## config.mk

```make
export PLATFORM = sky130hd
export DESIGN_NAME = floor_logic_control_unit
export DESIGN_NICKNAME = d
export VERILOG_FILES = /design/src/design/floor_logic_pkg.sv /design/src/design/floor_request_latch.sv /design/src/design/floor_request_queue.sv /design/src/design/car_dispatch.sv /design/src/design/floor_logic_control_unit.sv
export VERILOG_INCLUDE_DIRS = /design/src /design/src/design
export SDC_FILE = /design/constraint.sdc
export NUM_CORES = 1
export LEC_CHECK = 0
export BUFFER_PORTS_ARGS = -buffer_cell sky130_fd_sc_hd__buf_2
export CAP_MARGIN = 20
export CORE_UTILIZATION = 25
export DETAILED_ROUTE_END_ITERATION = 8
export GPL_ROUTABILITY_DRIVEN = 0
export PLACE_DENSITY_LB_ADDON = 0.05
export SLEW_MARGIN = 20
export SYNTH_ARGS = -nofsm -noshare
export SYNTH_HDL_FRONTEND = slang
export SYNTH_SLANG_ARGS = --single-unit
```

## constraint.sdc

```tcl
create_clock -name clock -period 9.95 [get_ports clock]
set_clock_uncertainty 0.1 [all_clocks]
set_input_delay 1.99 -clock clock [delete_from_list [all_inputs] [get_ports clock]]
set_output_delay 1.99 -clock clock [all_outputs]
set_load 0.02 [all_outputs]
```

## src/design/floor_logic_settings.svh

```systemverilog
`ifndef FLOOR_LOGIC_SETTINGS_SVH
`define FLOOR_LOGIC_SETTINGS_SVH

//////////////////////////////////////////////////////////////////////
// Building dimensions
//////////////////////////////////////////////////////////////////////

// Floors served by the car
`define FLOOR_COUNT 11

// Bits of a floor number, floor 1 is encoded as 0
`define FLOOR_WIDTH 4

// Request queue, must hold at least one entry per floor
`define QUEUE_DEPTH 11

// Bits of a queue read or write pointer
`define QPTR_WIDTH 4

`endif

```

## src/design/floor_logic_pkg.sv

```systemverilog
`include "floor_logic_settings.svh"

package floor_logic_pkg;

    //////////////////////////////////////////////////////////////////////
    // Scalar types
    //////////////////////////////////////////////////////////////////////

    // Floor number, 0 is floor 1
    typedef logic [`FLOOR_WIDTH-1:0] floor_t;

    // One bit per floor, bit 0 is floor 1
    typedef logic [`FLOOR_COUNT-1:0] floor_mask_t;

    // Read or write position in the request queue
    typedef logic [`QPTR_WIDTH-1:0] qptr_t;

    //////////////////////////////////////////////////////////////////////
    // Bundles
    //////////////////////////////////////////////////////////////////////

    // Hall call and car panel, used for buttons and their lamps
    typedef struct packed {
        floor_mask_t call;
        floor_mask_t panel;
    } button_bank_t;

    // Position and motion reported by the elevator FSM
    typedef struct packed {
        floor_t current_floor;
        logic   moving;
    } car_status_t;

    // Single cycle floor event
    typedef struct packed {
        logic   valid;
        floor_t floor;
    } floor_strobe_t;

endpackage

```

## src/design/floor_request_latch.sv

```systemverilog
`timescale 1ns/1ns

module floor_request_latch
    import floor_logic_pkg::*;
(
    input  logic          clock,
    input  logic          reset_n,
    input  button_bank_t  buttons,
    input  car_status_t   car,
    input  logic          emergency_btn,
    input  logic          power_switch,
    input  floor_strobe_t served,
    output button_bank_t  lights,
    output floor_strobe_t new_request
);

    localparam int FLOORS = $bits(floor_mask_t);

    // Floors lit but not yet handed to the queue
    floor_mask_t pending;

    floor_mask_t car_mask;
    floor_mask_t open_mask;
    floor_mask_t served_mask;
    floor_mask_t accept_call;
    floor_mask_t accept_panel;
    floor_mask_t new_floors;
    floor_mask_t release_mask;

    //////////////////////////////////////////////////////////////////////
    // Press acceptance
    //////////////////////////////////////////////////////////////////////

    assign car_mask    = floor_mask_t'(1) << car.current_floor;
    assign served_mask = served.valid ? (floor_mask_t'(1) << served.floor) : '0;

    // No requests while stopped by emergency or with power off
    assign open_mask = (power_switch && !emergency_btn) ? ~car_mask : '0;

    assign accept_call  = buttons.call  & ~lights.call  & open_mask;
    assign accept_panel = buttons.panel & ~lights.panel & open_mask;

    // Only a floor with both lamps dark is new to the queue
    assign new_floors = (accept_call | accept_panel) & ~lights.call & ~lights.panel;

    //////////////////////////////////////////////////////////////////////
    // Release of the lowest pending floor
    //////////////////////////////////////////////////////////////////////

    // Isolate the lowest set bit
    assign release_mask = pending & (~pending + 1'b1);

    always_comb begin
        new_request.valid = |pending;
        new_request.floor = '0;
        for (int i = 0; i < FLOORS; i++) begin
            if (release_mask[i]) begin
                new_request.floor = floor_t'(i);
            end
        end
    end

    //////////////////////////////////////////////////////////////////////
    // Lamp and pending registers
    //////////////////////////////////////////////////////////////////////

    always_ff @(posedge clock or negedge reset_n) begin
        if (!reset_n) begin
            lights  <= '0;
            pending <= '0;
        end else if (!power_switch) begin
            // Power off drops every request
            lights  <= '0;
            pending <= '0;
        end else begin
            lights.call  <= (lights.call  | accept_call)  & ~served_mask;
            lights.panel <= (lights.panel | accept_panel) & ~served_mask;
            pending      <= ((pending & ~release_mask) | new_floors) & ~served_mask;
        end
    end

endmodule

```

## src/design/floor_request_queue.sv

```systemverilog
`timescale 1ns/1ns

`include "floor_logic_settings.svh"

module floor_request_queue
    import floor_logic_pkg::*;
(
    input  logic          clock,
    input  logic          reset_n,
    input  logic          power_switch,
    input  floor_strobe_t new_request,
    input  floor_strobe_t served,
    output logic          head_valid,
    output floor_t        head
);

    // Target floors in order of arrival
    floor_t entries [`QUEUE_DEPTH];

    qptr_t rd_ptr;
    qptr_t wr_ptr;
    logic [`QPTR_WIDTH:0] count;

    logic push;
    logic pop;

    // Circular increment over the queue depth
    function automatic qptr_t next_ptr(input qptr_t ptr);
        if (ptr == qptr_t'(`QUEUE_DEPTH - 1)) begin
            return '0;
        end
        return ptr + 1'b1;
    endfunction

    assign push = new_request.valid;
    assign pop  = served.valid;

    //////////////////////////////////////////////////////////////////////
    // Head of queue
    //////////////////////////////////////////////////////////////////////

    assign head_valid = (count != '0);

    // Reads floor 1 while empty
    assign head = head_valid ? entries[rd_ptr] : '0;

    //////////////////////////////////////////////////////////////////////
    // Storage
    //////////////////////////////////////////////////////////////////////

    always_ff @(posedge clock) begin
        if (push && power_switch) begin
            entries[wr_ptr] <= new_request.floor;
        end
    end

    //////////////////////////////////////////////////////////////////////
    // Pointers and occupancy
    //////////////////////////////////////////////////////////////////////

    always_ff @(posedge clock or negedge reset_n) begin
        if (!reset_n) begin
            rd_ptr <= '0;
            wr_ptr <= '0;
            count  <= '0;
        end else if (!power_switch) begin
            // Flush while power is off
            rd_ptr <= '0;
            wr_ptr <= '0;
            count  <= '0;
        end else begin
            if (push) begin
                wr_ptr <= next_ptr(wr_ptr);
            end
            if (pop) begin
                rd_ptr <= next_ptr(rd_ptr);
            end
            // Simultaneous push and pop leaves the count unchanged
            if (push && !pop) begin
                count <= count + 1'b1;
            end else if (pop && !push) begin
                count <= count - 1'b1;
            end
        end
    end

endmodule

```

## src/design/car_dispatch.sv

```systemverilog
`timescale 1ns/1ns

module car_dispatch
    import floor_logic_pkg::*;
(
    input  logic          clock,
    input  logic          reset_n,
    input  car_status_t   car,
    input  logic          head_valid,
    input  floor_t        head,
    input  logic          emergency_btn,
    input  logic          power_switch,
    input  logic          door_open_btn,
    input  logic          door_close_btn,
    output floor_strobe_t served,
    output logic          activate_elevator,
    output logic          direction_selector,
    output logic          door_open_allowed,
    output logic          door_close_allowed
);

    logic launch;
    logic doors_ok;

    //////////////////////////////////////////////////////////////////////
    // Arrival at the target floor
    //////////////////////////////////////////////////////////////////////

    assign served.valid = head_valid && !car.moving && (head == car.current_floor);
    assign served.floor = head;

    // Car standing elsewhere with a target waiting
    assign launch = head_valid && power_switch && !emergency_btn && !car.moving &&
                    (head != car.current_floor);

    assign doors_ok = !car.moving && power_switch;

    //////////////////////////////////////////////////////////////////////
    // Registered commands to the elevator FSM
    //////////////////////////////////////////////////////////////////////

    always_ff @(posedge clock or negedge reset_n) begin
        if (!reset_n) begin
            activate_elevator  <= 1'b0;
            direction_selector <= 1'b0;
            door_open_allowed  <= 1'b0;
            door_close_allowed <= 1'b0;
        end else begin
            activate_elevator <= launch;
            // Direction only changes with a new launch
            if (launch) begin
                direction_selector <= (head > car.current_floor);
            end
            door_open_allowed  <= doors_ok && door_open_btn;
            door_close_allowed <= doors_ok && door_close_btn;
        end
    end

endmodule

```

## src/design/floor_logic_control_unit.sv

```systemverilog
`timescale 1ns/1ns

module floor_logic_control_unit
    import floor_logic_pkg::*;
(
    input  logic         clock,
    input  logic         reset_n,

    // Buttons, active high while pressed
    input  button_bank_t buttons,
    input  logic         door_open_btn,
    input  logic         door_close_btn,
    input  logic         emergency_btn,
    input  logic         power_switch,

    // Status from the elevator FSM
    input  car_status_t  car,

    // Lamps behind the hall and car buttons
    output button_bank_t lights,

    // Commands to the elevator FSM
    output floor_t       elevator_floor_selector,
    output logic         direction_selector,
    output logic         activate_elevator,
    output logic         door_open_allowed,
    output logic         door_close_allowed
);

    floor_strobe_t new_request;
    floor_strobe_t served;
    logic          head_valid;
    floor_t        head;

    //////////////////////////////////////////////////////////////////////
    // Button lamps and new floor detection
    //////////////////////////////////////////////////////////////////////

    floor_request_latch latch_i (
        .clock         (clock),
        .reset_n       (reset_n),
        .buttons       (buttons),
        .car           (car),
        .emergency_btn (emergency_btn),
        .power_switch  (power_switch),
        .served        (served),
        .lights        (lights),
        .new_request   (new_request)
    );

    //////////////////////////////////////////////////////////////////////
    // Target floors in arrival order
    //////////////////////////////////////////////////////////////////////

    floor_request_queue queue_i (
        .clock        (clock),
        .reset_n      (reset_n),
        .power_switch (power_switch),
        .new_request  (new_request),
        .served       (served),
        .head_valid   (head_valid),
        .head         (head)
    );

    // Target floor goes straight from the queue head
    assign elevator_floor_selector = head;

    //////////////////////////////////////////////////////////////////////
    // Motion and door commands
    //////////////////////////////////////////////////////////////////////

    car_dispatch dispatch_i (
        .clock              (clock),
        .reset_n            (reset_n),
        .car                (car),
        .head_valid         (head_valid),
        .head               (head),
        .emergency_btn      (emergency_btn),
        .power_switch       (power_switch),
        .door_open_btn      (door_open_btn),
        .door_close_btn     (door_close_btn),
        .served             (served),
        .activate_elevator  (activate_elevator),
        .direction_selector (direction_selector),
        .door_open_allowed  (door_open_allowed),
        .door_close_allowed (door_close_allowed)
    );

endmodule

```

==> metrics list <==
- Number of global-route vias before repair: 3578
- For the finished layout, the period the worst path requires is 4697 ps.
* Library cell occupying the most area in the post-synthesis netlist: edfxtp_1
* Hold-fix buffers, CTS: 0
- In the synthesized netlist, the number of instances is 437.
- Area of the multi-input gates: 2068 um2
- Peak supply drop: 96.59 uV
- Type of the tightest min-delay check: flip-flop to flip-flop
* ANT nets after route: 0
* M1 WL: 6881 um
* Number of top-level pins: 63
- HPWL after detailed placement: 9964 um
- Met3 wirelength from detailed routing: 552 um
- In this run, placement finished with an instance count of 713.
- In this run switching power makes up 34.54% of total power.
* Pwr/cell area: 201.4 nW/um2
- The worst setup path is of the flip-flop to primary output kind.
* Count of endpoints failing setup in the final report: 0
- After floorplanning, the core was sized to cover 18770 um2.
- The initial utilization of the core area, before any placement, comes to 25.56%.
- The first TritonRoute pass finished after 5 iterations.
- Power dissipated by switching net loads: 389.2 uW
- Routed length per instance: 18.83 um
- The internal portion of the total power is 737.7 uW.
* Max-slew headroom at the worst pin: 26.56%
- The first global-routing pass estimated 21490 um of wire.
- Setup repair after global routing left no endpoint under its margin.
- On the worst path, the slowest cell contributes a delay of 570 ps.
- After layout, the design draws a total of 1127 uW.
- The area growth from synthesis to layout is 16.64%.
- Met2 routed WL: 6141 um
* Grt ovf: 0
- Root buffer cell: clkbuf_16
- Summed over all cells, the static leakage comes to 0.002251 uW.
- Cells with a size suffix above 1 make up 20.00% of the layout.
* Antenna violations before repair: 0
- The flow ran to the end, and the final reports show no timing, DRC or antenna violations.
* Proportion of power drawn by the clock network: 29.8%
- The number of gates resized after CTS was 0.
- Reg area: 2572 um2
- The routed layout has 3651 vias.
- For this run, the leading register cell type out of synthesis is dfrtp_1.
- The cell family contributing the most delay on the critical path is compound AO/OA/AOI/OAI gates.
- Most common cell in the netlist: dfrtp_1
- Number of setup buffers added after CTS: 0
- The number of failing hold endpoints at the final stage is 0.
- Synthesis produced a netlist with a net count of 481.
- Total CTS buffers: 9
- Clock tree synthesis found a total of 94 sinks.
- The largest individual stage delay along the critical path comes from the cell dfrtp_1.
* # port buffers: 62
- Setup total negative slack: 0 ps
- The share of total power dissipated in sequential elements is 42.1%.
- Static timing analysis puts the maximum clock frequency at 0.2129 GHz.
- Fill cells in the final layout number 1994.
* Final standard cell count with taps included and fillers excluded: 729
* Measured slew at the worst slew-check pin: 1102 ps
- Most frequent cells after synthesis: dfrtp_1 (50), edfxtp_1 (44), nor2_1 (44), a21oi_1 (38), nand2_1 (24)
- The initialized floorplan defines 50 standard-cell rows.
- Total die area: 19750 um2
- Post-synthesis register bit count: 94
- Dividing the detail-routed via count by the number of cells gives 5.008.
* Height of the die: 140.5 um
- Number of warnings issued by yosys: 0
- Number of library cell types mapped by synthesis: 56
- Skew-Pair Late Insertion Delay: 350 ps
- Of all nets on the critical path, the largest fanout is 15.
- DR DRC count: 0
* Endpoint kind of the worst setup timing path: primary output
- The worst hold path begins at dispatch_i.direction_selector.
- A synthesized cell averages 10.98 um2.
* Cell depth of the worst flop-to-flop path: 14
- TritonCTS built the clock tree.
- Proportion of synthesized chip area in sequential cells: 53.63%
- Synth async-reset ratio: 53.19%
- The worst setup path is launched from a flip-flop.
- R2r endpoint: queue_i.count[4]
- After synthesis, the largest area contributor takes up 27.54% of total cell area.
- Crit path buf inv count: 1
- Max-cap violations: 0
- Maximum level of the CTS H-tree: 3
* Origin of the critical flop-to-flop path: queue_i.rd_ptr[1]
* Max-slew violation count: 0
- Post-synthesis instance area: 4797 um2
- For hold timing, the worst endpoint is dispatch_i.direction_selector.
- Internal reg-to-reg setup slack: 5400 ps
- Buffer levels on the longest clock path: 2
* Iteration-0 DRC count of the detailed router: 239
- The repair_antennas step left the layout with diodes totalling 0.
- After the last flow step, the layout net total stands at 534.
* Largest net degree at the start of global routing: 51
* Overall fraction of global-route tracks in use: 14.65%
- Highest metal layer used by the detailed router: met4
- Cells taking the most area after synthesis: edfxtp_1 (28%), dfrtp_1 (26%), a21oi_1 (4.0%)
* Endpoint arrival time on the critical path: 2610 ps
- Number of flops mapped to enable cells by yosys: 44
* Total length of routed wires: 13730 um
- List of cells traversed by the critical path: and2_0 > a22o_1 > o31ai_4 > nor2b_1 > buf_2
- Data on the critical path is required at its endpoint by 7860 ps.
- The worst hold path passes through 2 cells.
* Final Cycle Share: 47.21%
* Share of total power in combinational logic: 28.1%
- Clock-pin slew was measured on the worst setup and hold paths at 70 ps.
- Width of the die: 140.5 um
-- flip-flops by register name, indices dropped and copies added, names as in the netlist --
register / flops
dispatch_i.door_close_allowed: 1
latch_i.pending: 11
queue_i.count: 5
dispatch_i.direction_selector: 1
queue_i.entries: 44
queue_i.rd_ptr: 4
dispatch_i.door_open_allowed: 1
latch_i.lights: 22
queue_i.wr_ptr: 4
dispatch_i.activate_elevator: 1
-- worst max path at each step --
stage | start | end | cells after the start
after floorplan | car[4] | queue_i.count[4] | 12
after global placement | car[3] | queue_i.count[4] | 12
after detailed placement | car[3] | queue_i.count[4] | 12
after CTS | queue_i.rd_ptr[1] | elevator_floor_selector[3] | 5
after global routing | queue_i.rd_ptr[1] | queue_i.count[4] | 14
final | queue_i.rd_ptr[1] | elevator_floor_selector[3] | 5
-- cell families (layout without fill, tap and decap cells) --
| logic type | count (synthesis) | after routing | synth area share [%] |
|---|---|---|---|
| mux | 22 | 22 | 4.669 |
| xor+xnor | 5 | 5 | 0.9131 |
| compound gates | 126 | 126 | 18.86 |
| flops | 94 | 94 | 53.63 |
| fa+ha+maj | 11 | 11 | 3.026 |
| simple gates | 144 | 144 | 15.41 |
| buf+inv | 35 | 93 | 3.495 |
-- metal layers --
metal  vias up  track usage (%)
li1       1752                -
met1      1809            20.90
met2        81            22.03
met3         9            3.556
met4         0            3.890
met5         -                0
-- layout by cell type, fill, tap and decap left out, types with 3 or more instances in the layout --
cell type	count
a21o_1	13
nand3_1	7
a21oi_1	38
a22oi_1	6
clkbuf_16	9
a211oi_1	11
buf_4	3
mux2_2	3
nand2b_1	9
nor2_1	44
a2111oi_2	3
dfrtp_1	50
mux2i_1	19
or3_1	3
nand4_1	4
ha_1	10
nor3b_1	5
inv_1	12
nor4_1	10
o21ai_0	16
buf_2	62
a22o_1	6
xnor2_1	3
edfxtp_1	44
nor2b_1	8
nand2_1	24
o31ai_1	3
nor3_1	16
a31oi_1	8
-- through the flow --
step / util (%) / setup WS (ps) / instance area (um2) / hold slack [ps]
2_1_floorplan: - / 5367 / 4797 / 433.2
3_3_place_gp: 28.30 / 5211 / 5311 / 446.9
3_5_place_dp: 28.30 / 5119 / 5311 / 424.3
4_1_cts: 29.81 / 5178 / 5595 / 467.3
5_1_grt: 29.81 / 4965 / 5595 / 523.0
6_report: 29.81 / 5253 / 5595 / 473.5
-- tightest hold or removal path, cell delays in order (launching register included) --
cell	delay, ps
dfrtp_1	360
nor2_1	50
a21oi_1	110
-- power by group through the flow --
stage                     combinational [uW]  clock (uW)  sequential (uW)
after global routing                     351         362              480
after global placement                   318           0              482
after detailed placement                 318           0              482
after floorplan                          209           0              486
after CTS                                321         349              474
final                                    316         336              475
-- final cells by class --
type	count	share of cell area [%]
tap	234	5.233
timing repair buffer	65	5.948
clock buffer	11	4.338
inverter	12	0.8050
sequential	94	45.97
clock inverter	5	0.7379
multi-input combinational	308	36.96
Note: power is estimated with default switching activity, not from simulation.
